File: config.mk
export PLATFORM = sky130hd
export DESIGN_NAME = lsu
export DESIGN_NICKNAME = d
export VERILOG_FILES = /design/src/verilog/rvseed_pkg.sv /design/src/verilog/lsu.sv
export SDC_FILE = /design/constraint.sdc
export NUM_CORES = 1
export LEC_CHECK = 0
export ABC_AREA = 1
export BUFFER_PORTS_ARGS = -buffer_cell sky130_fd_sc_hd__buf_2
export CAP_MARGIN = 0
export CORE_AREA = 2 2 157 159
export DETAILED_ROUTE_END_ITERATION = 6
export DIE_AREA = 0 0 159 161
export GPL_ROUTABILITY_DRIVEN = 0
export GPL_TIMING_DRIVEN = 0
export PLACE_DENSITY = 0.4
export SETUP_SLACK_MARGIN = 0.1
export SYNTH_ARGS = -nofsm -noshare
export SYNTH_HDL_FRONTEND = slang
export SYNTH_SLANG_ARGS = --single-unit
File: constraint.sdc
create_clock -name vclk -period 1.45
set_input_delay 0.29 -clock vclk [all_inputs]
set_output_delay 0.29 -clock vclk [all_outputs]
set_load 0.02 [all_outputs]
File: src/verilog/rvseed_pkg.sv
package rvseed_pkg;

    typedef logic [63:0] xlen_t;     // architectural data word
    typedef logic [63:0] addr_t;     // byte address
    typedef logic [31:0] inst_t;
    typedef logic [4:0]  reg_idx_t;

    // ********************************************************************
    // major opcodes
    // ********************************************************************
    localparam logic [6:0] opc_op     = 7'b0110011;
    localparam logic [6:0] opc_op_imm = 7'b0010011;
    localparam logic [6:0] opc_op_32  = 7'b0111011;
    localparam logic [6:0] opc_lui    = 7'b0110111;
    localparam logic [6:0] opc_load   = 7'b0000011;
    localparam logic [6:0] opc_store  = 7'b0100011;
    localparam logic [6:0] opc_branch = 7'b1100011;
    localparam logic [6:0] opc_jal    = 7'b1101111;

    typedef enum logic [3:0] {
        alu_add    = 4'd0,
        alu_sub    = 4'd1,
        alu_and    = 4'd2,
        alu_or     = 4'd3,
        alu_xor    = 4'd4,
        alu_slt    = 4'd5,
        alu_sltu   = 4'd6,
        alu_sll    = 4'd7,
        alu_srl    = 4'd8,
        alu_sra    = 4'd9,
        alu_addw   = 4'd10,
        alu_sllw   = 4'd11,
        alu_pass_b = 4'd12,
        alu_seq    = 4'd13,
        alu_sne    = 4'd14
    } alu_op_e;

    typedef enum logic [1:0] {
        size_bu = 2'd0,   // byte, zero extended
        size_w  = 2'd1,   // word, sign extended
        size_d  = 2'd2
    } mem_size_e;

    typedef enum logic [2:0] {
        br_none = 3'd0,
        br_eq   = 3'd1,
        br_ne   = 3'd2,
        br_lt   = 3'd3,
        br_ltu  = 3'd4,
        br_jal  = 3'd5
    } branch_e;

    typedef struct packed {
        alu_op_e   alu_op;
        logic      src2_imm;   // second alu operand is the immediate
        logic      reg_we;
        logic      mem_rd;
        logic      mem_wr;
        mem_size_e mem_size;
        branch_e   branch;
        logic      wb_pc4;     // write pc+4 back to rd
    } ctrl_t;

    typedef struct packed {
        addr_t       addr;     // doubleword aligned
        xlen_t       wdata;
        logic [7:0]  be;
        logic        we;
    } dmem_req_t;

endpackage

File: src/verilog/lsu.sv
`timescale 1ns/1ps

module lsu import rvseed_pkg::*; (
    input  ctrl_t     ctrl,
    input  addr_t     addr,
    input  xlen_t     store_data,
    input  xlen_t     dmem_rdata,
    output dmem_req_t dmem_req,
    output xlen_t     load_data
);

    logic [2:0] lane;
    xlen_t      rdata_sh;

    assign lane     = addr[2:0];
    assign rdata_sh = dmem_rdata >> {lane, 3'b000};   // selected lane to bit 0

    // ********************************************************************
    // store side
    // ********************************************************************
    always_comb begin
        dmem_req.addr  = {addr[63:3], 3'b000};
        dmem_req.we    = ctrl.mem_wr;
        dmem_req.be    = '0;
        dmem_req.wdata = store_data;
        case (ctrl.mem_size)
            size_bu: begin
                dmem_req.be    = 8'b0000_0001 << lane;
                dmem_req.wdata = {8{store_data[7:0]}};
            end
            size_w: begin
                dmem_req.be    = 8'b0000_1111 << lane;   // lane is 0 or 4
                dmem_req.wdata = {2{store_data[31:0]}};
            end
            default: begin
                dmem_req.be    = 8'hff;
                dmem_req.wdata = store_data;
            end
        endcase
        if (!ctrl.mem_wr) begin
            dmem_req.be = '0;
        end
    end

    // ********************************************************************
    // load side
    // ********************************************************************
    always_comb begin
        case (ctrl.mem_size)
            size_bu: load_data = {56'b0, rdata_sh[7:0]};
            size_w:  load_data = {{32{rdata_sh[31]}}, rdata_sh[31:0]};
            default: load_data = dmem_rdata;
        endcase
    end

    // word and double accesses must be naturally aligned
    assert final (!(ctrl.mem_rd || ctrl.mem_wr)
                  || (ctrl.mem_size == size_bu)
                  || ((ctrl.mem_size == size_w) && (addr[1:0] == 2'b00))
                  || ((ctrl.mem_size == size_d) && (addr[2:0] == 3'b000)))
        else $error("lsu: misaligned access at %h", addr);

endmodule

Word level (Yosys, flattened, before mapping)

Cells that the tools add are included.

Shift-type cells: 3
Reductions and logical operators: 1
Eq/ne operators: 1
Mux-type cells: 3

Operator list:

| cell                                             | count |
|---|---|
| one-hot mux 72 bit (2 select lines)              | 1 |
| one-hot mux 64 bit (2 select lines)              | 1 |
| >> shifter 64 x 6 -> 32 bit                      | 1 |
| two-way mux 8 bit                                | 1 |
| left shift 1 x 3 -> 8 bit (first input constant) | 1 |
| left shift 4 x 3 -> 8 bit (first input constant) | 1 |
| == test 2 x 1 -> 1 bit (second input constant)   | 1 |
| logical NOT 2 bit                                | 1 |

Word-level logic and storage cells: 8
Output and inout bits: 201
Bits in registers: 0
Input bits: 206

Depth between registers and ports, before layout

Depth after elaboration: 3
Mapped depth: 11
Depth with buffers taken out: 9

Least setup slack after synthesis

No wires, ideal clock.

Kind: input port to output port
Start point: input port addr[0]
End point: output port load_data[2]
Stages: 8
Data required time: 1.160 ns
Data arrival time: 1.359 ns
Slack: -0.199 ns
Cell sequence: buf_2 > buf_1 > nand2_1 > nand3_1 > nand2_1 > nor2_1 > nor2_1 > nor2_1

Cells in the longest elaborated chain, start to end: 2

RTL lines:

| item                                | line      | RTL |
|---|---|---|
| start, declared                     | lsu.sv:5  | `input addr_t addr,` |
| >> shifter 64 x 6 -> 32 bit         | lsu.sv:16 | `assign rdata_sh = dmem_rdata >> {lane, 3'b000};` |
| one-hot mux 64 bit (2 select lines) | lsu.sv:49 | `case (ctrl.mem_size)` |
| end, declared                       | lsu.sv:9  | `output xlen_t load_data` |

Every way passes these cells.

Worst setup path after layout

Start point: input port addr[1]
End point: output port load_data[1]

Same word-level chain as after synthesis.

==> flow_summary.yaml <==
setup_path:
  cp.required_ns: 1.16
  end_kind: "output port"
  critPathArrivalTime_ns: 1.55
  cp_max_fo: 8
  crit_type: "in -> out"
  worst_setup_path_start_kind: "primary input"
layout:
  multi_input_area_um2: 3780
  nFillCells: 2619
  final_nets: 1371
  seqCellArea_um2: 0
  nFlopsAndLatches: 0
  clkbuf_count: 0
  drive_gt1_share_pct: 65.3
  syn2layout_area_growth_pct: 157
  final_cell_mix: "nand2_1, buf_2, buf_4"
  instances_no_fill: 1489
  layout.cells.most_common: "nand2_1"
power_and_ir_drop:
  power_frac_comb_pct: 100.0
  power_frac_seq_pct: 0
  p_sw_mw: 1.96
  sw_frac_of_total_pct: 55.1
  p_leak_nw: 4.76
  ir_drop_mv: 0.165
  pwr-share-clk_pct: 0
  powerDensity_nw_per_um2: 398
  power_mw: 3.56
  p_int_mw: 1.60
die:
  io_pins: 407
  die_h_um: 161
  chipWidth_um: 159
  num_rows: 57
  core_um2: 24000
  die_area_um2: 25600
  initial_core_util_pct: 14.5
route:
  ant_nets: 0
  met2WireLength_mm: 13.3
  top_layer_used: "met5"
  drt_iter0_drc: 341
  met3WireLength_mm: 1.31
  vias: 6351
  wl_mm: 27.4
  remaining_drc_errors: 0
  firstDrtPassIters: 6
  wl_met1_mm: 12.4
  post_drt_wl_per_cell_um: 18.4
  viasPerCell: 4.27
logic_synthesis:
  synth_area_um2: 3480
  avgSynthCellArea_um2: 4.59
  postSynthCellCount: 759
  synth_cell_types: 24
  seq_area_frac_synth_pct: 0
  ys_warn_count: 0
sta:
  rsz0062_at_grt: "true"
  min_period_ns: 1.84
  setup_viol: 101
  final_hold_viol_count: 0
  maxSlewViolCount: 0
  worst_hold_slack_ns: 0.797
  fmax_mhz: 544
  setup_ws_ns: -0.388
  fin_crit_sh_pct: 127
placement:
  dp_cells: 1415
  io_buffers: 330
  place_hpwl_mm: 20.9
status:
  status: "finished, violations left"
  violations: "negative setup slack"
worst_hold_path:
  hp-class: "in -> out"
  min_path_cells: 2
grt:
  track_usage_pct: 19.5
  grt_pass1_vias: 6069
  grt_pass1_wl_mm: 38.4
  antenna_found_initial: 3
  grt_max_degree: 11
  grt_overflow: 0
job:
  max_cap_violations: 0
clock_network:
  postCtsHoldBufs: 0
## cells by family after synthesis
family,after synthesis,share of synthesized area [%]
other,1,0.108
AND/OR/NAND/NOR,456,52.0
buffers and inverters,189,29.4
AO/OA/AOI/OAI,113,18.5
## synth_stat cells (all sizes together)
cell	n	share of area, %
clkbuf	12	1.3
o31ai	1	0.22
nand3	53	7.6
conb	1	0.11
a21oi	16	2.4
o21ai	68	9.9
buf	104	20
inv	73	7.9
nand2	338	36
o211ai	27	5.8
nor2	59	6.9
nand3b	1	0.22
nand4	2	0.36
nor3	3	0.43
a31oi	1	0.18
## timing repair
action	in CTS	in global routing
resized for setup	443	98
pin swaps	62	62
cloned	10	1
endpoints found under the setup margin	128	128
setup buffers	49	13
## routing by layer
metal	vias up	track usage, %
li1	3144	-
met1	2929	27.5
met2	255	33.3
met3	21	1.36
met4	2	2.52
met5	-	0
## critical path, stage by stage
cell and delay [ns]:
buf_12 0.11, buf_12 0.14, buf_6 0.12, nor2_4 0.17, buf_8 0.17, nand3_4 0.08, nand2_2 0.10, nor2_4 0.04
nor2_4 0.13, nor2_2 0.06, buf_6 0.12
## cell type report
cell class / instances / share of cell area [%]
inverter: 73 / 3.62
tap: 324 / 4.53
timing repair buffer: 402 / 36.9
antenna: 2 / 0.0560
buffer: 116 / 12.7
multi-input combinational: 572 / 42.2
## power by group through the flow
stage	sequential, mW	combinational (mW)	clock [mW]
2_1_floorplan	0	1.56	0
3_3_place_gp	0	2.52	0
3_5_place_dp	0	2.52	0
4_1_cts	0	3.35	0
5_1_grt	0	3.75	0.0000000922
6_report	0	3.56	0.000000185
## worst paths after layout
| check | start | end | slack, ns |
|---|---|---|---|
| worst max-delay path | addr[1] | load_data[1] | -0.39 |
| worst min-delay path | addr[16] | dmem_req[89] | 0.80 |
## per-stage QoR
stage	setup TNS (ns)	utilization, %	area [um2]	setup slack [ns]
2_1_floorplan	-0.353	-	4100	-0.0208
3_3_place_gp	-47.15	25.7	6160	-0.704
3_5_place_dp	-46.63	25.7	6160	-0.678
4_1_cts	-23.34	34.9	8370	-0.431
5_1_grt	-27.73	37.3	8940	-0.432
6_report	-22.52	37.3	8940	-0.388
(Power assumes the default switching activity.)
