$ cat src/verilog/rvseed_pkg.sv
package rvseed_pkg;

    typedef logic [63:0] xlen_t;     // architectural data word
    typedef logic [63:0] addr_t;     // byte address
    typedef logic [31:0] inst_t;
    typedef logic [4:0]  reg_idx_t;

    // ********************************************************************
    // major opcodes
    // ********************************************************************
    localparam logic [6:0] opc_op     = 7'b0110011;
    localparam logic [6:0] opc_op_imm = 7'b0010011;
    localparam logic [6:0] opc_op_32  = 7'b0111011;
    localparam logic [6:0] opc_lui    = 7'b0110111;
    localparam logic [6:0] opc_load   = 7'b0000011;
    localparam logic [6:0] opc_store  = 7'b0100011;
    localparam logic [6:0] opc_branch = 7'b1100011;
    localparam logic [6:0] opc_jal    = 7'b1101111;

    typedef enum logic [3:0] {
        alu_add    = 4'd0,
        alu_sub    = 4'd1,
        alu_and    = 4'd2,
        alu_or     = 4'd3,
        alu_xor    = 4'd4,
        alu_slt    = 4'd5,
        alu_sltu   = 4'd6,
        alu_sll    = 4'd7,
        alu_srl    = 4'd8,
        alu_sra    = 4'd9,
        alu_addw   = 4'd10,
        alu_sllw   = 4'd11,
        alu_pass_b = 4'd12,
        alu_seq    = 4'd13,
        alu_sne    = 4'd14
    } alu_op_e;

    typedef enum logic [1:0] {
        size_bu = 2'd0,   // byte, zero extended
        size_w  = 2'd1,   // word, sign extended
        size_d  = 2'd2
    } mem_size_e;

    typedef enum logic [2:0] {
        br_none = 3'd0,
        br_eq   = 3'd1,
        br_ne   = 3'd2,
        br_lt   = 3'd3,
        br_ltu  = 3'd4,
        br_jal  = 3'd5
    } branch_e;

    typedef struct packed {
        alu_op_e   alu_op;
        logic      src2_imm;   // second alu operand is the immediate
        logic      reg_we;
        logic      mem_rd;
        logic      mem_wr;
        mem_size_e mem_size;
        branch_e   branch;
        logic      wb_pc4;     // write pc+4 back to rd
    } ctrl_t;

    typedef struct packed {
        addr_t       addr;     // doubleword aligned
        xlen_t       wdata;
        logic [7:0]  be;
        logic        we;
    } dmem_req_t;

endpackage

$ cat src/verilog/pc_unit.sv
`timescale 1ns/1ps

module pc_unit import rvseed_pkg::*; #(
    parameter addr_t reset_pc = '0
) (
    input  logic    clk,
    input  logic    rst,
    input  branch_e branch,
    input  logic    cond,
    input  xlen_t   imm,
    output addr_t   pc
);

    logic  taken;
    addr_t pc_next;

    // conditional branches rely on the alu flag
    always_comb begin
        case (branch)
            br_jal:  taken = 1'b1;
            br_none: taken = 1'b0;
            default: taken = cond;
        endcase
    end

    assign pc_next = taken ? (pc + imm) : (pc + addr_t'(4));

    always_ff @(posedge clk) begin
        if (rst) begin
            pc <= reset_pc;
        end else begin
            pc <= pc_next;
        end
    end

    // fetch stays on instruction boundaries, including after reset
    pc_aligned: assert property (@(posedge clk) disable iff (rst) pc[1:0] == 2'b00)
        else $error("pc_unit: pc %h not word aligned", pc);

endmodule

$ cat config.mk
export PLATFORM = sky130hd
export DESIGN_NAME = pc_unit
export DESIGN_NICKNAME = d
export VERILOG_FILES = /design/src/verilog/rvseed_pkg.sv /design/src/verilog/pc_unit.sv
export SDC_FILE = /design/constraint.sdc
export NUM_CORES = 1
export LEC_CHECK = 0
export BUFFER_PORTS_ARGS = -buffer_cell sky130_fd_sc_hd__buf_2
export CELL_PAD_IN_SITES_DETAIL_PLACEMENT = 0
export CELL_PAD_IN_SITES_GLOBAL_PLACEMENT = 1
export CORE_MARGIN = 1.5
export CORE_UTILIZATION = 45
export DETAILED_ROUTE_END_ITERATION = 8
export GPL_ROUTABILITY_DRIVEN = 0
export GPL_TIMING_DRIVEN = 0
export PLACE_DENSITY = 0.95
export SKIP_CTS_REPAIR_TIMING = 1
export SYNTH_ARGS = -nofsm -noshare
export SYNTH_HDL_FRONTEND = slang
export SYNTH_SLANG_ARGS = --single-unit
$ cat constraint.sdc
create_clock -name clk -period 6.1 [get_ports clk]
set_input_delay 0.305 -clock clk [delete_from_list [all_inputs] [get_ports clk]]
set_output_delay 0.305 -clock clk [all_outputs]
set_load 0.05 [all_outputs]
* Word level (Yosys, flattened, before mapping)
Cells that the tools add are included.
** Cells by class
- Add/subtract/negate cells :: 2
- Equality and inequality tests :: 1
- Mux-type cells :: 2
- Reductions and logical operators :: 1
** Operators with widths (count)
- $add A64 B3 Y64 const B :: 1
- $add A64 B64 Y64 :: 1
- $mux W64 :: 1
- $eq A3 B3 Y1 const B :: 1
- $logic_not A3 Y1 :: 1
- $pmux W1 S2 :: 1
** Storage, ports and cells
- Register bits after elaboration :: 64

* Depth between registers and ports, before layout
- Depth in word-level cells :: 3
- Depth in mapped cells :: 13
- Depth with buffers taken out :: 13

* Least setup slack after synthesis
No wires, ideal clock.
- Kind :: reg-to-reg
- Start point :: register pc[0]
- End point :: register pc[60]
- Setup time :: 0.127 ns
- Data arrival time :: 3.368 ns
- Required time :: 5.973 ns
- Path slack :: 2.605 ns
- Stages on the path, launching flop included :: 14
- Path buffers :: 0
- Period minus slack after synthesis :: 3.495 ns
- Cell sequence :: dfxtp_1 > ha_1 > inv_1 > fa_1 > and2b_1 > o21ai_1 > a21oi_2 > o2111ai_2 > a211oi_2 > o211ai_2 > a2111oi_4 > o211ai_1 > and3_1 > or3_1
** On the way
- Word-level cells in the longest chain between the ends :: 2
- Elaborated cells on any way between the ends :: 3
- Those cells by class :: add/sub (2); mux (1)
** RTL lines
- start: declaration :: RTL line pc_unit.sv:11 : output addr_t pc
- start signal: assignment :: RTL line pc_unit.sv:30 : pc <= reset_pc;
- start signal: assignment :: RTL line pc_unit.sv:32 : pc <= pc_next;
- $add A64 B3 Y64 / $add A64 B64 Y64 (equally long branches) :: RTL line pc_unit.sv:26 : assign pc_next = taken ? (pc + imm) : (pc + addr_t'(4));
- $mux W64 (*) :: RTL line pc_unit.sv:26
Every way passes the cells marked *; elsewhere a longest branch is shown, timed or not.
A chain may end at the register's enable or synchronous reset.

* Worst setup path after layout
- Start point :: register pc[0]
- End point :: register pc[38]
The elaborated chain is that of the path after synthesis.

==> impl_metrics.json <==
{
  "status": "completed",
  "ys_seq_area_frac": 0.174,
  "grt_max_degree": 14,
  "final_common_cell": "buf_2",
  "htreeDepth": 3,
  "nets": 1269,
  "seq_power_share": 0.227,
  "holdPathEnd": "pc[0]$_SDFFE_PP0P_",
  "hold_path.class": "input pin to register",
  "antenna_found_initial": 0,
  "synthCells": 990,
  "clockPowerShare": 0.200,
  "grtUsageMet1": 0.388,
  "totalWireLength_mm": 24.4,
  "setup_viol": 0,
  "yosys_warnings": 0,
  "busiest_layer": "met2",
  "skew_ps": 10.1,
  "crit_type": "register to register",
  "yosys.area_share.simple": 0.252,
  "fin_crit_sh": 0.619,
  "synth_edf_count": 0,
  "min_path_cells": 4,
  "clkSlewWorstSetupHoldPaths_ps": 70,
  "largest_reg_flops": 64,
  "numCtsBuffers": 9,
  "hold_viol": 0,
  "r2r_start": "pc[0]$_SDFFE_PP0P_",
  "regMostFlops": "pc",
  "synth_nets": 1125,
  "use_met2": 0.460,
  "dieWidth_um": 131,
  "tritoncts": "done",
  "p_leak_nw": 3.96,
  "worst_pin_slew_ps": 763,
  "synth_mux_area_frac": 0.00340,
  "dieArea_um2": 17100,
  "ys_ff_latch": 64,
  "final_cell_mix": "145 x buf_2, 119 x nor2_1, 94 x a21oi_1",
  "synth_cell_type_count": 81,
  "synth_compound_area_frac": 0.290,
  "use_met3": 0.0407,
  "setup-tns-final_ps": 0,
  "vias_per_cell": 5.88,
  "drive_above_1_share": 0.176,
  "worstHoldStart": "imm[0]",
  "p_int_mw": 1.37,
  "fp-row-count": 46,
  "synthAdderAreaFrac": 0.112,
  "io_buffers": 133,
  "clock_sinks": 64,
  "root_buffer": "clkbuf_16",
  "max_freq_mhz": 265,
  "crit_fanout": 4,
  "vias": 7972,
  "drt_iter0_markers": 699,
  "grt_pass1_wl_mm": 37.8,
  "peakVddDrop_uv": 173,
  "r2r.worst_path.cells": 13,
  "fin_area_um2": 8600,
  "n_antenna_cell": 0,
  "grtUsageTotal": 0.286,
  "pwr_density_cell_nw_per_um2": 323,
  "place_area_um2": 8300,
  "max_slew_margin": 0.487,
  "p_sw_mw": 1.41,
  "total_power_mw": 2.78,
  "grt_pass1_vias": 7329,
  "swShare": 0.506,
  "avgSynthCellArea_um2": 7.43,
  "placedCellCount": 1339,
  "coreArea_um2": 15900,
  "start_util": 0.462,
  "cts_buffer_depth": 2,
  "cap_viol_max_count": 0,
  "cp-start-kind": "register",
  "first_pass_iters": 5,
  "clk_latency_ps": 360,
  "combPwrFrac": 0.572,
  "area_delta_synth_final_pct": 16.9,
  "synth_area_um2": 7360,
  "async_flop_share": 0,
  "dieHeight_um": 131,
  "worstPathRequired_ps": 6350,
  "drc_errors": 0,
  "top_regs": "pc (64)",
  "synth_xor_area_frac": 0.124,
  "io_pins": 134,
  "period_needed_ps": 3780,
  "wl_per_cell_um": 18.0,
  "synth_top_family_by_area": "compound AO/OA/AOI/OAI gates",
  "timing.rr.end": "pc[38]$_SDFF_PP0_",
  "utilization": 0.539,
  "synth_top_flop_cell": "dfxtp_1",
  "rsz0062_at_grt": "no",
  "ant_nets": 0,
  "drv_slew": 0,
  "grt_overflow": 0,
  "end_kind": "register",
  "final_cells": 1355,
  "dp_hpwl_mm": 19.1,
  "cp_data_arrival_time_ps": 4030,
  "r2r_slack_ps": 2320
}
## critical path: stages (launching register included)
cell and delay, ps:
dfxtp_1 350, ha_1 220, inv_1 70, fa_1 400, and2b_1 210, o21ai_1 80
a21oi_2 180, o2111ai_2 180, a211oi_1 580, o211ai_1 210, a21boi_0 560, a21boi_0 230
nand2b_1 190, a22o_1 210
## routing by layer
layer	vias up	wire length (um)
met3	48	1710
met5	-	0
li1	3929	-
met1	3697	11100
met4	0	704
met2	298	10900
## kinds of logic (layout without fill, tap and decap cells)
group,after synthesis,after routing
and+or+nand+nor,365,365
AOI/OAI and AO/OA,309,309
adders and majority gates,65,65
xor gates and xnor gates,104,104
DFF,64,64
buffers and inverters,81,230
muxes,2,2
## cells in the mapped netlist, drive strengths merged, types with 6 or more instances
| master | count | area share |
|---|---|---|
| xor2 | 55 | 0.065 |
| and4 | 12 | 0.014 |
| nand3 | 39 | 0.027 |
| ha | 64 | 0.11 |
| nand4 | 27 | 0.023 |
| dfxtp | 64 | 0.17 |
| a221oi | 8 | 0.014 |
| or3 | 8 | 0.0077 |
| xnor2 | 49 | 0.058 |
| clkbuf | 34 | 0.017 |
| and3 | 19 | 0.017 |
| nor4 | 9 | 0.015 |
| nor2b | 8 | 0.0068 |
| buf | 19 | 0.014 |
| o211ai | 10 | 0.011 |
| inv | 28 | 0.014 |
| nand2 | 82 | 0.042 |
| a21o | 48 | 0.049 |
| nand2b | 6 | 0.0051 |
| a21oi | 98 | 0.071 |
| o21bai | 17 | 0.017 |
| a211oi | 31 | 0.034 |
| nor2 | 120 | 0.062 |
| o21ai | 34 | 0.024 |
| a31oi | 12 | 0.010 |
| nor3 | 14 | 0.010 |
| a311oi | 6 | 0.0071 |
| and2 | 7 | 0.0063 |
## per-stage QoR
| step | setup WS (ps) | hold WS [ps] |
|---|---|---|
| 2_1_floorplan | 2610 | 581 |
| 3_3_place_gp | 2400 | 461 |
| 3_5_place_dp | 2390 | 468 |
| 4_1_cts | 2400 | 370 |
| 5_1_grt | 2160 | 401 |
| 6_report | 2320 | 365 |
## power by group through the flow
stage | clock network, mW | registers [mW] | logic [mW]
after global placement | 0 | 0.634 | 1.55
after global routing | 0.576 | 0.645 | 1.73
after detailed placement | 0 | 0.637 | 1.56
after floorplan | 0 | 0.893 | 0.936
after CTS | 0.561 | 0.628 | 1.57
final | 0.557 | 0.632 | 1.59
## final cells by class
class,instances,area [um^2]
fillers,1632,7340
multi-input cells,845,5740
flip-flops and latches,64,1280
repair buffers,133,666
well taps,216,270
plain buffers,53,229
clock buffers,9,225
inverters,28,105
clock inverters,7,80.1
## worst max path at each step
stage / start / end / depth (start not counted)
2_1_floorplan: pc[0]$_SDFFE_PP0P_ / pc[60]$_SDFF_PP0_ / 13
3_3_place_gp: imm[0] / pc[38]$_SDFF_PP0_ / 14
3_5_place_dp: imm[0] / pc[38]$_SDFF_PP0_ / 14
4_1_cts: pc[0]$_SDFFE_PP0P_ / pc[38]$_SDFF_PP0_ / 13
5_1_grt: pc[27]$_SDFF_PP0_ / pc[61]$_SDFF_PP0_ / 12
6_report: pc[0]$_SDFFE_PP0P_ / pc[38]$_SDFF_PP0_ / 13
Power figures use the tool's default switching activity.
