**src/verilog/rvseed_pkg.sv**
```systemverilog
package rvseed_pkg;

    typedef logic [63:0] xlen_t;     // architectural data word
    typedef logic [63:0] addr_t;     // byte address
    typedef logic [31:0] inst_t;
    typedef logic [4:0]  reg_idx_t;

    // ********************************************************************
    // major opcodes
    // ********************************************************************
    localparam logic [6:0] opc_op     = 7'b0110011;
    localparam logic [6:0] opc_op_imm = 7'b0010011;
    localparam logic [6:0] opc_op_32  = 7'b0111011;
    localparam logic [6:0] opc_lui    = 7'b0110111;
    localparam logic [6:0] opc_load   = 7'b0000011;
    localparam logic [6:0] opc_store  = 7'b0100011;
    localparam logic [6:0] opc_branch = 7'b1100011;
    localparam logic [6:0] opc_jal    = 7'b1101111;

    typedef enum logic [3:0] {
        alu_add    = 4'd0,
        alu_sub    = 4'd1,
        alu_and    = 4'd2,
        alu_or     = 4'd3,
        alu_xor    = 4'd4,
        alu_slt    = 4'd5,
        alu_sltu   = 4'd6,
        alu_sll    = 4'd7,
        alu_srl    = 4'd8,
        alu_sra    = 4'd9,
        alu_addw   = 4'd10,
        alu_sllw   = 4'd11,
        alu_pass_b = 4'd12,
        alu_seq    = 4'd13,
        alu_sne    = 4'd14
    } alu_op_e;

    typedef enum logic [1:0] {
        size_bu = 2'd0,   // byte, zero extended
        size_w  = 2'd1,   // word, sign extended
        size_d  = 2'd2
    } mem_size_e;

    typedef enum logic [2:0] {
        br_none = 3'd0,
        br_eq   = 3'd1,
        br_ne   = 3'd2,
        br_lt   = 3'd3,
        br_ltu  = 3'd4,
        br_jal  = 3'd5
    } branch_e;

    typedef struct packed {
        alu_op_e   alu_op;
        logic      src2_imm;   // second alu operand is the immediate
        logic      reg_we;
        logic      mem_rd;
        logic      mem_wr;
        mem_size_e mem_size;
        branch_e   branch;
        logic      wb_pc4;     // write pc+4 back to rd
    } ctrl_t;

    typedef struct packed {
        addr_t       addr;     // doubleword aligned
        xlen_t       wdata;
        logic [7:0]  be;
        logic        we;
    } dmem_req_t;

endpackage

```
**src/verilog/reg_file.sv**
```systemverilog
`timescale 1ns/1ps

module reg_file import rvseed_pkg::*; (
    input  logic     clk,
    input  logic     rst,
    input  reg_idx_t rs1_addr,
    input  reg_idx_t rs2_addr,
    input  reg_idx_t rd_addr,
    input  logic     we,
    input  xlen_t    rd_data,
    output xlen_t    rs1_data,
    output xlen_t    rs2_data
);

    xlen_t regs [1:31];   // x0 is not stored

    always_ff @(posedge clk) begin
        if (rst) begin
            for (int i = 1; i < 32; i++) begin
                regs[i] <= '0;
            end
        end else if (we && (rd_addr != '0)) begin
            regs[rd_addr] <= rd_data;
        end
    end

    // reads see the old value when rd collides
    assign rs1_data = (rs1_addr == '0) ? '0 : regs[rs1_addr];
    assign rs2_data = (rs2_addr == '0) ? '0 : regs[rs2_addr];

endmodule

```
**config.mk**
```make
export PLATFORM = sky130hd
export DESIGN_NAME = reg_file
export DESIGN_NICKNAME = d
export VERILOG_FILES = /design/src/verilog/rvseed_pkg.sv /design/src/verilog/reg_file.sv
export SDC_FILE = /design/constraint.sdc
export NUM_CORES = 2
export LEC_CHECK = 0
export BUFFER_PORTS_ARGS = -buffer_cell sky130_fd_sc_hd__buf_2
export CORE_MARGIN = 3
export CORE_UTILIZATION = 50
export DETAILED_ROUTE_END_ITERATION = 7
export GPL_TIMING_DRIVEN = 0
export PLACE_DENSITY = 0.65
export SLEW_MARGIN = 25
export SYNTH_ARGS = -nofsm -noshare
export SYNTH_HDL_FRONTEND = slang
export SYNTH_SLANG_ARGS = --single-unit
export TNS_END_PERCENT = 30
```
**constraint.sdc**
```tcl
create_clock -name clk -period 3.5 [get_ports clk]
set_input_delay 0.35 -clock clk [delete_from_list [all_inputs] [get_ports clk]]
set_output_delay 0.35 -clock clk [all_outputs]
set_load 0.05 [all_outputs]
```
Word-level counts from Yosys, hierarchy flattened
Memories as Yosys holds them, arrays and structs flattened.
Cells that the tools add are included.
- bits in registers: 0
- latch bits: 0
- bits in writable memories: 1984
- ROM bits: 0
- bits of input ports: 82
- output and inout port bits: 128
- logic and storage cells: 16
- memories: 1
- memory list (memory ; depth ; width ; read ports ; clocked after Yosys merged registers in ; wr ports ; RTL line ; source):
    regs ; 31 ; 64 ; 2 ; 0 ; 31 ; reg_file.sv:15 ; xlen_t regs [1:31];
- add/sub/neg operators: 0
- multiply operators: 0
- div/mod/pow operators: 0
- $lt $le $gt $ge: 0
- equal/unequal tests: 0
- shifts and indexed selects: 0
- multiplexer cells: 10
- bitwise logic cells: 0
- reductions and logical operators: 5
- operators by type and width (kind ; count):
    64-bit 2-to-1 mux ; 3
    64-bit OR reduction ; 1
    5-bit logical NOT ; 2
    1-bit 2-to-1 mux ; 6
    5-bit 2-to-1 mux ; 1
    5-bit nonzero test ; 1
    1-bit logical AND ; 1

Logic depth before layout (Yosys ltp)
- word-level depth: 7
- mapped depth: 10
- gate-level depth less buffers: 5

Least setup slack after synthesis
OpenSTA, ideal clock, no wires.
- path kind: input to output
- start point: input rs1_addr[0]
- end point: output rs1_data[42]
- data arrival time: 3.842 ns
- data required time: 3.150 ns
- setup slack: -0.692 ns
- stages on the path: 9
- buffers on the path: 5
- cell sequence: buf_4 buf_6 buf_6 buf_6 buf_8 mux2i_1 o22ai_1 a211oi_1 a2111oi_0
- longest elaborated chain between the ends: 2
- elaborated cells on any way between the ends: 3
- those cells by class: mux: 1; reduce/logical: 1; memory: 1
- RTL lines (element ; RTL line ; source):
    start, declared ; reg_file.sv:6 ; input reg_idx_t rs1_addr,
    memory 31 x 64 bit or 5-bit logical NOT (tied branches) ; -- ;
    64-bit 2-to-1 mux (*) ; reg_file.sv:28 ; assign rs1_data = (rs1_addr == '0) ? '0 : regs[rs1_addr];
    end, declared ; reg_file.sv:11 ; output xlen_t rs1_data,
Mark *: on every way between the ends. The rest lies on a longest branch, timed or not.

Worst setup path in the final report
- start point: input rs1_addr[2]
- end point: output rs1_data[1]
Same word-level chain as after synthesis.

==> impl_metrics.prom <==
# TYPE chip_impl_metric gauge
chip_impl_metric{name="cellLeakagePower",unit="uW"} 0.0440
chip_impl_info{name="setup.worst_path.end",value="rs1_data[1]"} 1
chip_impl_metric{name="post-route-min-period",unit="ns"} 3.79
chip_impl_metric{name="worst_setup_hold_path_clk_slew",unit="ns"} 0.06
chip_impl_metric{name="post-route-cell-area",unit="um2"} 126000
chip_impl_metric{name="row_count",unit=""} 170
chip_impl_metric{name="synthesis.instances",unit=""} 7055
chip_impl_metric{name="synth_compound_gate_area_share",unit="%"} 3.75
chip_impl_info{name="root_buffer",value="clkbuf_16"} 1
chip_impl_metric{name="synth_largest_type_area_fraction",unit="%"} 56.8
chip_impl_metric{name="synth.avg_cell_area",unit="um2"} 15.3
chip_impl_metric{name="tritoncts.num_buffers",unit=""} 221
chip_impl_metric{name="synth.yosys.seq_area_share",unit="%"} 56.8
chip_impl_info{name="largest_register",value="regs"} 1
chip_impl_metric{name="initial_core_util",unit="%"} 50.3
chip_impl_metric{name="area.sequential",unit="um2"} 61500
chip_impl_info{name="worstSetupStartpoint",value="rs1_addr[2]"} 1
chip_impl_metric{name="path_depth",unit=""} 7
chip_impl_info{name="synth_common_cells",value="2048 x edfxtp_1, 1986 x and2_1, 906 x mux4_2, 586 x clkbuf_1, 365 x mux2i_1"} 1
chip_impl_metric{name="drt_pre_antenna_iters",unit=""} 8
chip_impl_metric{name="io_pins",unit=""} 210
chip_impl_metric{name="avgRoutedWirePerCell",unit="um"} 46.7
chip_impl_metric{name="cp_max_fo",unit=""} 10
chip_impl_metric{name="first_pass_grt_wire_length",unit="um"} 658000
chip_impl_metric{name="final.period_utilization",unit="%"} 108
chip_impl_metric{name="gpl.final_weighted_congestion",unit=""} 1.02
chip_impl_metric{name="io_buffers",unit=""} 204
chip_impl_metric{name="ys_warn_count",unit=""} 0
chip_impl_metric{name="ctsLongestPathBuffers",unit=""} 3
chip_impl_metric{name="timing.max_slew.rel_slack",unit="%"} 10.7
chip_impl_metric{name="detailed_place_hpwl",unit="um"} 354000
chip_impl_info{name="synth_top_family_by_area",value="multiplexers"} 1
chip_impl_info{name="rsz_0062_raised_after_global_routing",value="yes"} 1
chip_impl_metric{name="die_w",unit="um"} 471
chip_impl_metric{name="largest_net_degree_at_the_start_of_global_routing",unit=""} 34
chip_impl_info{name="critical-path-top-delay-family",value="buffers and inverters"} 1
chip_impl_metric{name="clock_sinks",unit=""} 2048
chip_impl_metric{name="edff_count_synth",unit=""} 2048
chip_impl_metric{name="yosys.cell_types.count",unit=""} 43
chip_impl_metric{name="fin_worst_hold_slack",unit="ns"} 0.216
chip_impl_metric{name="share_of_post_route_cells_with_drive_strength_above_1",unit="%"} 28.4
chip_impl_metric{name="maximum_clock_frequency",unit="MHz"} 264
chip_impl_metric{name="drt-initial-drc-count",unit=""} 15439
chip_impl_info{name="worst_setup_path_start_kind",value="input port"} 1
chip_impl_metric{name="syn_area",unit="um2"} 108000
chip_impl_metric{name="synth-seq-cells",unit=""} 2048
chip_impl_metric{name="antenna_found_initial",unit=""} 78
chip_impl_metric{name="placeableCoreArea",unit="um2"} 215000
chip_impl_info{name="cp_cell_sequence",value="buf_2, buf_4, clkbuf_2, clkbuf_2, mux2i_1, o221ai_2, buf_2"} 1
chip_impl_metric{name="worst_slew_pin_slew",unit="ns"} 1.34
chip_impl_info{name="synthFlopType",value="edfxtp_1"} 1
chip_impl_metric{name="proportion_of_synthesized_area_in_mux_cells",unit="%"} 23.5
chip_impl_info{name="slowest_stage",value="clkbuf_2"} 1
chip_impl_metric{name="grt_overflow",unit=""} 0
chip_impl_metric{name="fin_tns_setup",unit="ns"} -10.31
chip_impl_info{name="violated_checks",value="DRC, setup timing"} 1
chip_impl_metric{name="cp_data_required_time",unit="ns"} 3.15
chip_impl_metric{name="grt_use_total",unit="%"} 44.9
chip_impl_info{name="status",value="complete, but fails checks"} 1
chip_impl_metric{name="hold_violations",unit=""} 0
chip_impl_metric{name="post_synth_xor_xnor_area",unit="%"} 0
chip_impl_info{name="setup.worst_path.class",value="in2out"} 1
chip_impl_metric{name="path_buf_inv",unit=""} 5
chip_impl_metric{name="worst-endpoint-arrival",unit="ns"} 3.44
chip_impl_metric{name="flow.area_growth_from_synthesis",unit="%"} 16.1
chip_impl_metric{name="final-max-slew-violation-count",unit=""} 0
chip_impl_metric{name="grt_pass1_vias",unit=""} 74176
chip_impl_metric{name="critical_path.max_stage_delay",unit="ns"} 0.71
chip_impl_metric{name="via_count",unit=""} 78923
chip_impl_info{name="crit_path_end_kind",value="output port"} 1
chip_impl_metric{name="post_synth_and_or_nand_nor_area_fraction",unit="%"} 12.8
chip_impl_metric{name="setup_slack",unit="ns"} -0.295
chip_impl_metric{name="largest_reg_flops",unit=""} 2048
chip_impl_metric{name="detail_route.drc_violations",unit=""} 7
chip_impl_metric{name="wl",unit="um"} 505000
chip_impl_metric{name="antenna_viol_nets_final",unit=""} 0
chip_impl_metric{name="drv.max_cap_violation_count",unit=""} 0
chip_impl_metric{name="placedInstanceArea",unit="um2"} 115000
chip_impl_metric{name="die_area",unit="um2"} 222000
chip_impl_info{name="yosys-top-cells-area",value="edfxtp_1 57%, mux4_2 19%, and2_1 11%, mux2i_1 3.4%, clkbuf_1 2.0%"} 1
chip_impl_info{name="holdCritPathClass",value="in2reg"} 1
chip_impl_metric{name="num-nets-final",unit=""} 7799
chip_impl_metric{name="ys_async_sr_fraction",unit="%"} 0
chip_impl_metric{name="vias_per_cell",unit=""} 7.31
chip_impl_metric{name="ir_drop",unit="mV"} 0.461
chip_impl_metric{name="power-per-cell-area",unit="nW/um2"} 500
chip_impl_info{name="synth_largest_area_cell",value="edfxtp_1"} 1
chip_impl_metric{name="multi_input_comb_area",unit="um2"} 45200
chip_impl_info{name="synth_most_common_cell",value="edfxtp_1"} 1
chip_impl_metric{name="timing.final.setup_violations",unit=""} 101
chip_impl_metric{name="die_y",unit="um"} 471
chip_impl_metric{name="synthAdderAreaFrac",unit="%"} 0
chip_impl_info{name="tritoncts_clock_tree",value="yes"} 1
chip_impl_info{name="reg_top3",value="regs: 2048 flops"} 1
chip_impl_metric{name="fill_cells",unit=""} 16680
chip_impl_metric{name="ctsHtreeMaxLevel",unit=""} 4
[metal layers]
metal  wire length, um  GRT usage (%)  vias up  part of all wire, %
met4             44400           32.0       30                  8.8
met5               800           2.08        -                 0.16
met1            162000           53.9    40124                   32
met3             93700           25.9     1981                   19
li1                  -              -    28672                    -
met2            203000           59.8     8116                   40
[metrics by stage]
step                      util (%)  setup WS, ns  cells  power, uW
final                         58.4        -0.295  10796      62800
after global routing          58.4        -0.137  10765      63500
after CTS                     58.0       -0.0943  10741      61700
after detailed placement      53.7         -1.39  10262      38800
after global placement        52.6         -3.01  10160      38400
after floorplan                  -        -0.663   7118      34400
[kinds of logic (layout without fill, tap and decap cells)]
family / after synthesis / in the layout
other cells: 1 / 111
simple gates: 2284 / 2284
compound gates: 540 / 540
flops: 2048 / 2048
mux: 1391 / 1391
buf+inv: 791 / 1584
[area by class of cell]
type | count | share of cell area [%]
Buffer | 782 | 3.65
Sequential cell | 2048 | 48.9
Timing Repair Buffer | 383 | 3.03
Inverter | 2 | 0.00797
Clock inverter | 140 | 0.869
Tap cell | 2838 | 2.83
Clock buffer | 277 | 4.62
Multi-Input combinational cell | 4279 | 36.0
Antenna cell | 47 | 0.0936
[how the worst min path moves through the flow]
stage / start / to / slack (ns) / depth (start not counted)
3_3_place_gp: rd_data[10] / regs[0][10] / 0.59 / 1
3_5_place_dp: rd_data[10] / regs[0][10] / 0.59 / 1
2_1_floorplan: rd_data[0] / regs[0][0] / 0.45 / 0
5_1_grt: rd_data[5] / regs[0][5] / 0.21 / 2
6_report: rd_data[5] / regs[0][5] / 0.22 / 2
4_1_cts: rd_data[7] / regs[0][7] / 0.20 / 2
[layout by cell type, fill, tap and decap left out, drive strengths merged, types with 6 or more instances in the layout]
cell type / n
mux2: 120
and3: 31
clkinv: 116
a2111oi: 12
o22ai: 100
bufinv: 13
o221ai: 55
o21ai: 10
clkdlybuf4s15: 9
mux4: 906
mux2i: 365
nor4: 9
nand2: 109
nor2: 58
diode: 47
inv: 7
clkinvlp: 6
o2111ai: 30
nor2b: 15
a32oi: 30
o22a: 6
a21oi: 50
dlygate4sd3: 64
edfxtp: 2048
a221oi: 57
and2: 1986
buf: 501
nand3: 21
nand2b: 7
clkbuf: 868
conb: 64
a21o: 42
or2: 35
a211oi: 11
o211ai: 30
a22o: 30
a22oi: 74
[what timing repair did]
item | CTS | global route
resized for setup | 469 | 167
hold buffers | 64 | 0
gates cloned | 0 | 0
endpoints found under the hold margin | 128 | 0
pin swaps | 13 | 11
buffers inserted | 4 | 9
endpoints found under the setup margin | 128 | 105
[report_power, final]
part           leakage, uW  switching [uW]  internal [uW]
Sequential          0.0195             691          28300
Clock              0.00339           10600          12700
Combinational       0.0211            7010           3540
Power figures use the tool's default switching activity.
