[config.mk]
export PLATFORM = sky130hd
export DESIGN_NAME = imm_gen
export DESIGN_NICKNAME = d
export VERILOG_FILES = /design/src/verilog/rvseed_pkg.sv /design/src/verilog/imm_gen.sv
export SDC_FILE = /design/constraint.sdc
export NUM_CORES = 1
export LEC_CHECK = 0
export BUFFER_PORTS_ARGS = -buffer_cell sky130_fd_sc_hd__clkbuf_2
export CAP_MARGIN = 0
export CORE_UTILIZATION = 32
export DETAILED_ROUTE_END_ITERATION = 7
export PLACE_DENSITY = 0.93
export SLEW_MARGIN = 20
export SYNTH_ARGS = -nofsm -noshare
export SYNTH_HDL_FRONTEND = slang
export SYNTH_SLANG_ARGS = --single-unit
[constraint.sdc]
create_clock -name vclk -period 2.2
set_input_delay 0.22 -clock vclk [all_inputs]
set_output_delay 0.22 -clock vclk [all_outputs]
set_load 0.005 [all_outputs]
[src/verilog/rvseed_pkg.sv]
package rvseed_pkg;

    typedef logic [63:0] xlen_t;     // architectural data word
    typedef logic [63:0] addr_t;     // byte address
    typedef logic [31:0] inst_t;
    typedef logic [4:0]  reg_idx_t;

    // ********************************************************************
    // major opcodes
    // ********************************************************************
    localparam logic [6:0] opc_op     = 7'b0110011;
    localparam logic [6:0] opc_op_imm = 7'b0010011;
    localparam logic [6:0] opc_op_32  = 7'b0111011;
    localparam logic [6:0] opc_lui    = 7'b0110111;
    localparam logic [6:0] opc_load   = 7'b0000011;
    localparam logic [6:0] opc_store  = 7'b0100011;
    localparam logic [6:0] opc_branch = 7'b1100011;
    localparam logic [6:0] opc_jal    = 7'b1101111;

    typedef enum logic [3:0] {
        alu_add    = 4'd0,
        alu_sub    = 4'd1,
        alu_and    = 4'd2,
        alu_or     = 4'd3,
        alu_xor    = 4'd4,
        alu_slt    = 4'd5,
        alu_sltu   = 4'd6,
        alu_sll    = 4'd7,
        alu_srl    = 4'd8,
        alu_sra    = 4'd9,
        alu_addw   = 4'd10,
        alu_sllw   = 4'd11,
        alu_pass_b = 4'd12,
        alu_seq    = 4'd13,
        alu_sne    = 4'd14
    } alu_op_e;

    typedef enum logic [1:0] {
        size_bu = 2'd0,   // byte, zero extended
        size_w  = 2'd1,   // word, sign extended
        size_d  = 2'd2
    } mem_size_e;

    typedef enum logic [2:0] {
        br_none = 3'd0,
        br_eq   = 3'd1,
        br_ne   = 3'd2,
        br_lt   = 3'd3,
        br_ltu  = 3'd4,
        br_jal  = 3'd5
    } branch_e;

    typedef struct packed {
        alu_op_e   alu_op;
        logic      src2_imm;   // second alu operand is the immediate
        logic      reg_we;
        logic      mem_rd;
        logic      mem_wr;
        mem_size_e mem_size;
        branch_e   branch;
        logic      wb_pc4;     // write pc+4 back to rd
    } ctrl_t;

    typedef struct packed {
        addr_t       addr;     // doubleword aligned
        xlen_t       wdata;
        logic [7:0]  be;
        logic        we;
    } dmem_req_t;

endpackage

[src/verilog/imm_gen.sv]
`timescale 1ns/1ps

module imm_gen import rvseed_pkg::*; (
    input  inst_t instr,
    output xlen_t imm
);

    xlen_t imm_i;
    xlen_t imm_s;
    xlen_t imm_b;
    xlen_t imm_u;
    xlen_t imm_j;

    assign imm_i = {{52{instr[31]}}, instr[31:20]};
    assign imm_s = {{52{instr[31]}}, instr[31:25], instr[11:7]};
    assign imm_b = {{51{instr[31]}}, instr[31], instr[7], instr[30:25],
                    instr[11:8], 1'b0};
    assign imm_u = {{32{instr[31]}}, instr[31:12], 12'b0};
    assign imm_j = {{43{instr[31]}}, instr[31], instr[19:12], instr[20],
                    instr[30:21], 1'b0};

    // format follows the major opcode alone
    always_comb begin
        case (instr[6:0])
            opc_op_imm,
            opc_load:   imm = imm_i;
            opc_store:  imm = imm_s;
            opc_branch: imm = imm_b;
            opc_lui:    imm = imm_u;
            opc_jal:    imm = imm_j;
            default:    imm = '0;   // r-type has no immediate
        endcase
    end

endmodule

# Word-level counts from Yosys, hierarchy flattened
# Index checks and enable logic that the tools add are counted.
[op_classes] eq_ne=6 muxes=1 n_reduce_logical=1
[ops] operator="64-bit one-hot mux with 5 select lines" count=1
[ops] operator="7-bit by 6-bit equality test with 1-bit output (second input constant)" count=2
[ops] operator="7-bit equality test (second input constant)" count=2
[ops] operator="7-bit by 2-bit equality test with 1-bit output (second input constant)" count=1
[ops] operator="7-bit by 5-bit equality test with 1-bit output (second input constant)" count=1
[ops] operator="2-bit OR reduction" count=1
[word_totals] regBits=0 inputBits=32 output_inout_bits=64

# Longest topological paths before layout
# Gate-level depths: netlist of run 1.
[depth] word_depth=3 ltp_mapped=5 ltp_nobuf=4

# Worst setup path before layout of run 1
# Ideal clock, no wire load.
[synth_timing] path_type="input to output" start="in instr[4]" end="out imm[32]" arrival_time_ns=1.690 required_time_ns=1.980 setup_slack_ns=0.290 cell_stages=4 path_cell_list="nand4b_1 nor3_4 o31a_1 buf_4"
[synth_between] elab_chain_len=3 word_cells_on_any_way=8 classes_between="eq/ne (6); mux (1); reduce/logical (1)"
[synth_rtl] element="start: declaration" line="imm_gen.sv:4" source="input inst_t instr,"
[synth_rtl] element="7-bit by 5-bit equality test with 1-bit output or 7-bit by 2-bit equality test with 1-bit output (tied branches)" line="imm_gen.sv:24" source="case (instr[6:0])"
[synth_rtl] element="2-bit OR reduction" line="imm_gen.sv:24"
[synth_rtl] element="64-bit one-hot mux with 5 select lines *" line="imm_gen.sv:24"
[synth_rtl] element="end: declaration" line="imm_gen.sv:5" source="output xlen_t imm"
# Mark *: on every way between the ends. The rest lies on a longest branch, timed or not.

# Worst setup path after layout of run 1
[layout_timing] start="in instr[4]" end="out imm[34]"
# Same word-level chain as after synthesis.

==> results of run 1 <==
-- cell type report --
| class | instances | share of cell area |
|---|---|---|
| Multi-Input combinational cell | 58 | 0.4385 |
| Tap cell | 27 | 0.03534 |
| Timing Repair Buffer | 99 | 0.5262 |
-- worst max-delay path by stage --
stage                     startpoint       to  slack, ns
after floorplan             instr[4]  imm[32]       0.29
after global placement      instr[4]  imm[49]       0.51
after detailed placement    instr[4]  imm[63]       0.42
after CTS                   instr[4]  imm[34]       0.42
after global routing        instr[4]  imm[44]       0.30
final                       instr[4]  imm[34]       0.44
-- through the flow --
step	setup slack (ns)	instances
after floorplan	0.2900	92
after global placement	0.5128	184
after detailed placement	0.4219	184
after CTS	0.4181	184
after global routing	0.2951	184
final	0.4440	184
-- power groups by stage --
stage	clock, mW	combinational, mW	sequential [mW]
floorplan	0	0.0394	0
global placement	0	0.0831	0
detailed placement	0	0.0857	0
CTS	0	0.0860	0
global route	0	0.0955	0
finish	0	0.0858	0
-- layout by cell type (no fill, tap or decap) --
cell / n
clkbuf_2: 96
a21o_1: 18
nand2_1: 6
and2_1: 6
nor2_1: 4
a22o_1: 4
nand3_1: 3
buf_4: 3
o21ai_0: 2
nand4b_1: 1
nor3_4: 1
nand4_2: 1
and4b_2: 1
and3_2: 1
o21ai_2: 1
and4_4: 1
nor4_1: 1
nand3b_1: 1
nand4_1: 1
a21oi_2: 1
o21a_4: 1
a21boi_2: 1
o31a_1: 1
a21o_2: 1
-- per-layer routing --
metal	track usage	routed length, um	up-vias
li1	-	-	430
met1	0.1192	766	350
met2	0.3216	1049	68
met3	0.003774	231	2
met4	0.04444	15	0
met5	0	0	-
-- kinds of logic after synthesis --
logic type,after synthesis,synth area share
compound gates,30,0.3574
buf+inv,34,0.3796
simple gates,28,0.2630
-- tightest hold or removal path, stage by stage --
cell and delay [ns]:
clkbuf_2 0.07, a21o_1 0.09, clkbuf_2 0.10
==> metrics.cfg, run 1 <==
[critical_path]
critPathBufInv = 3
max_stage_delay_ns = 0.33
cp.arrival_ns = 1.54
critical_path_depth = 6
path_cells = clkbuf_2 -> nand4b_1 -> nor3_4 -> o31a_1 -> buf_4 -> clkbuf_2
worst_path_max_delay_cell = nor3_4
start_kind = input pin
cp.required_ns = 1.98
critPathKind = in -> out
cpMostUsedCell = clkbuf_2
endpoint_kind = output pin
cpLargestDelayFamily = simple AND/OR/NAND/NOR gates
cp_max_fo = 33

[power]
power.density_nw_per_um2 = 89.78
ir_worst_vdd_mv = 0.05192
combPwrFrac = 1.000
cellLeakagePower_nw = 0.7586
switching_power_uw = 42.20
swShare = 0.4918
p_int_uw = 43.62
clockPowerShare = 0
power_frac_seq = 0
power.total_uw = 85.82

[die]
io_pins = 96
chipWidth_um = 47.95
die_h_um = 47.95
start_util = 0.3409
core.rowCount = 16
dieArea_um2 = 2299
core_area_um2 = 1982

[global_routing]
grt_pass1_vias = 597
overflow = 0
grt_max_degree = 34
grt.total_usage = 0.1391
grt_pass1_wl_mm = 2.290
antenna_found_initial = 0

[min_path]
min_from = instr[19]
hold_end = imm[19]
hold_depth = 3
hold_class = in -> out

[routing]
wl_per_cell_um = 11.21
vias = 850
viasPerCell = 4.620
drc_errors = 0
dr.first_iter.drc_count = 10
antenna_left = 0
routed_wl_mm = 2.063
first_pass_iters = 4

[placement]
dpl.hpwl_mm = 1.747
place.gp.congestion = 0.8272
place_area_um2 = 955.9
numPortBuffers = 96

[synth]
synth.cell_area_um2 = 675.6
ys_types = 25
synth_top_cell_area_share = 0.3556
yosys_warnings = 0
syn-num-nets = 124
syn_area_per_cell_um2 = 7.344
seq_area_frac_synth = 0
synth_most_common_cell = buf_4
syn-instance-count = 92
ys_top_cells_by_area = buf_4 (36%), a21o_1 (20%), and2_1 (5.6%)
synth.largest_area_cell = buf_4
yosys-top-cells-count = buf_4 (32), a21o_1 (18), and2_1 (6), nand2_1 (6)

[sta]
setup_viol = 0
max_freq_mhz = 569.5
rsz0062_at_grt = no
slew_violations = 0
tns_ns = 0
timing.hold.ws_ns = 0.7096
period_share = 0.7982
hold_viol_final = 0
timing_worst_slew_pin_value_ns = 0.4806
fin_crit_ns = 1.756
relSlewSlack = 0.6777

[flow_run]
drv_cap = 0

[final_layout]
nets = 191
drive_above_1_share = 0.6943
multiInputGateArea_um2 = 419.2
postLayoutCoreUtil = 0.4823
stdcell_area_um2 = 955.9
area.sequential_um2 = 0
syn2layout_area_growth_pct = 41.48
nClkBuffers = 0
flops_and_latches = 0
antenna_cells = 0
fillerInstances = 215

[clock_network]
post-cts-setup-buffers = 0
post_cts_resized = 0
ctsHoldBuffers = 0

[outcome]
status = finished, final reports clean

(Power assumes the default switching activity.)
==> run 2, diff against run 1 <==
--- a/config.mk
+++ b/config.mk
@@ -7,9 +7,9 @@
 export LEC_CHECK = 0
 export BUFFER_PORTS_ARGS = -buffer_cell sky130_fd_sc_hd__clkbuf_2
 export CAP_MARGIN = 0
-export CORE_UTILIZATION = 32
+export CORE_UTILIZATION = 29
 export DETAILED_ROUTE_END_ITERATION = 7
-export PLACE_DENSITY = 0.93
+export PLACE_DENSITY = 0.89
 export SLEW_MARGIN = 20
 export SYNTH_ARGS = -nofsm -noshare
 export SYNTH_HDL_FRONTEND = slang
==> constraint.sdc (replaced) <==
create_clock -name vclk -period 1.4
set_input_delay 0.14 -clock vclk [all_inputs]
set_output_delay 0.14 -clock vclk [all_outputs]
set_load 0.005 [all_outputs]
==> run 2 against run 1 <==
Routed wire length fell by 3.2%; worst setup slack worse by 0.39 ns; non-clock buffer count is 5 higher; via count grew 2.8%; global-route usage shrank 1.0 points; worst hold slack lost 0.17 ns; design area grew 7.1%; first-iteration DRC count shrank 30%; total power is 67% higher; largest cell class unchanged; die area increased by 9.9%; sequential cell count unchanged; sequential share of layout area did not move.
==> metrics.cfg, run 2 (synthesis results as in run 1) <==
[outcome]
status = finished, final reports clean

[global_routing]
grt.total_usage = 0.1290  ; -0.01013
grt_max_degree = 34  ; unchanged
grt_pass1_vias = 661  ; +11%
overflow = 0  ; unchanged
grt_pass1_wl_mm = 2.732  ; +19%
antenna_found_initial = 0  ; unchanged

[sta]
max_freq_mhz = 743.2
period_share = 0.9611
hold_viol_final = 0  ; unchanged
timing_worst_slew_pin_value_ns = 0.2499  ; -0.2307 ns
relSlewSlack = 0.8334  ; +0.1557
rsz0062_at_grt = yes
fin_crit_ns = 1.345
timing.hold.ws_ns = 0.5438  ; -0.1658 ns
slew_violations = 0  ; unchanged
setup_viol = 0  ; unchanged

[critical_path]
max_stage_delay_ns = 0.24  ; -0.09 ns
cp.required_ns = 1.26  ; -0.72 ns
endpoint_kind = output pin
cp_max_fo = 17  ; -48%
cpMostUsedCell = clkbuf_2
start_kind = input pin
path_cells = clkbuf_2 -> nand4b_1 -> nor3_4 -> buf_4 -> o31a_4 -> clkbuf_2
cp.arrival_ns = 1.21  ; -0.33 ns
critPathKind = in -> out
worst_path_max_delay_cell = nand4b_1

[power]
p_int_uw = 75.08  ; +72%
combPwrFrac = 1.000  ; about the same
switching_power_uw = 67.95  ; +61%
power.density_nw_per_um2 = 139.7  ; +56%
swShare = 0.4751  ; -0.01670
cellLeakagePower_nw = 0.7939  ; +4.7%
clockPowerShare = 0  ; unchanged
power_frac_seq = 0  ; unchanged
power.total_uw = 143.0  ; +67%
ir_worst_vdd_mv = 0.06565  ; +26%

[final_layout]
nets = 197  ; +3.1%
final_cell_mix = clkbuf_2 (96), a21o_1 (18), buf_4 (8)
postLayoutCoreUtil = 0.4627  ; -0.01965
stdcell_area_um2 = 1023  ; +7.1%
fillerInstances = 229  ; +6.5%
area.sequential_um2 = 0  ; unchanged
antenna_cells = 0  ; unchanged
fin_cells = 191  ; +3.8%
final_common_cell = clkbuf_2
flops_and_latches = 0  ; unchanged
syn2layout_area_growth_pct = 51.48
nClkBuffers = 0  ; unchanged
drive_above_1_share = 0.7178  ; +0.02352

[min_path]
hold_class = in -> out
min_from = instr[13]
hold_end = imm[13]
hold_depth = 3  ; unchanged

[die]
core_area_um2 = 2212  ; +12%
start_util = 0.3054  ; -0.03548
die_h_um = 50.27  ; +4.8%
core.rowCount = 17  ; +1
io_pins = 96  ; unchanged
chipWidth_um = 50.27  ; +4.8%
dieArea_um2 = 2527  ; +9.9%

[routing]
antenna_left = 0  ; unchanged
vias = 874  ; +2.8%
dr.first_iter.drc_count = 7  ; -3
viasPerCell = 4.576  ; -0.94%
first_pass_iters = 4  ; unchanged
wl_per_cell_um = 10.46  ; -6.7%
routed_wl_mm = 1.997  ; -3.2%
drc_errors = 0  ; unchanged

[placement]
dpl.hpwl_mm = 1.587  ; -9.2%
place_inst = 189  ; +2.7%
place.gp.congestion = 0.8298  ; +0.31%
place_area_um2 = 996.0  ; +4.2%
numPortBuffers = 96  ; unchanged

[clock_network]
ctsHoldBuffers = 0  ; unchanged

[flow_run]
drv_cap = 0  ; unchanged

run 2: changes by cell type in the layout (fill, tap and decap cells not counted), sizes merged:
| cell | delta |
|---|---|
| o31a | +1 |
| buf | +5 |
run 2: repair_timing:
item	CTS	global route
gates cloned	0	1
setup buffers	0	1
pin swaps	1	0
resized for setup	1	1
setup endpoints to repair	33	35
run 2: routing by layer:
metal / GRT usage / vias to the layer above / share of wire
met5: 0 / - / 0
met4: 0.004762 / 0 / 0
met3: 0.006061 / 0 / 0.087
met2: 0.2444 / 52 / 0.48
met1: 0.1652 / 379 / 0.43
li1: - / 443 / -
run 2: final cells by class:
cell class / instances / area (um^2) / area share
repair buffers: 104 / 540.5 / 0.5281
well taps: 28 / 35.03 / 0.03423
multi-input cells: 59 / 447.9 / 0.4377
run 2: per-stage QoR:
step           setup slack [ns]  TNS [ns]
2_1_floorplan            0.1119         0
3_3_place_gp            0.03704         0
3_5_place_dp           -0.01523   -0.4294
4_1_cts                 0.01261         0
5_1_grt                -0.05502    -1.269
6_report                0.05452         0
run 2: critical path: cells and delay by family:
kind	cells	cell delay [ns]
simple gates	2	0.42
compound gates	1	0.23
buf+inv	3	0.41
run 2: power groups by stage:
stage | Combinational (mW) | Clock [mW] | Sequential, mW
after floorplan | 0.0620 | 0 | 0
after global placement | 0.137 | 0 | 0
after detailed placement | 0.140 | 0 | 0
after CTS | 0.141 | 0 | 0
after global routing | 0.157 | 0 | 0
final | 0.143 | 0 | 0
run 2: how the worst max path moves through the flow:
| stage | start | to | slack, ns | cells after the start |
|---|---|---|---|---|
| after global routing | instr[4] | imm[12] | -0.06 | 7 |
| after CTS | instr[4] | imm[46] | 0.01 | 5 |
| after detailed placement | instr[3] | imm[46] | -0.02 | 5 |
| final | instr[4] | imm[56] | 0.05 | 6 |
| after global placement | instr[3] | imm[31] | 0.04 | 5 |
| after floorplan | instr[4] | imm[32] | 0.11 | 4 |
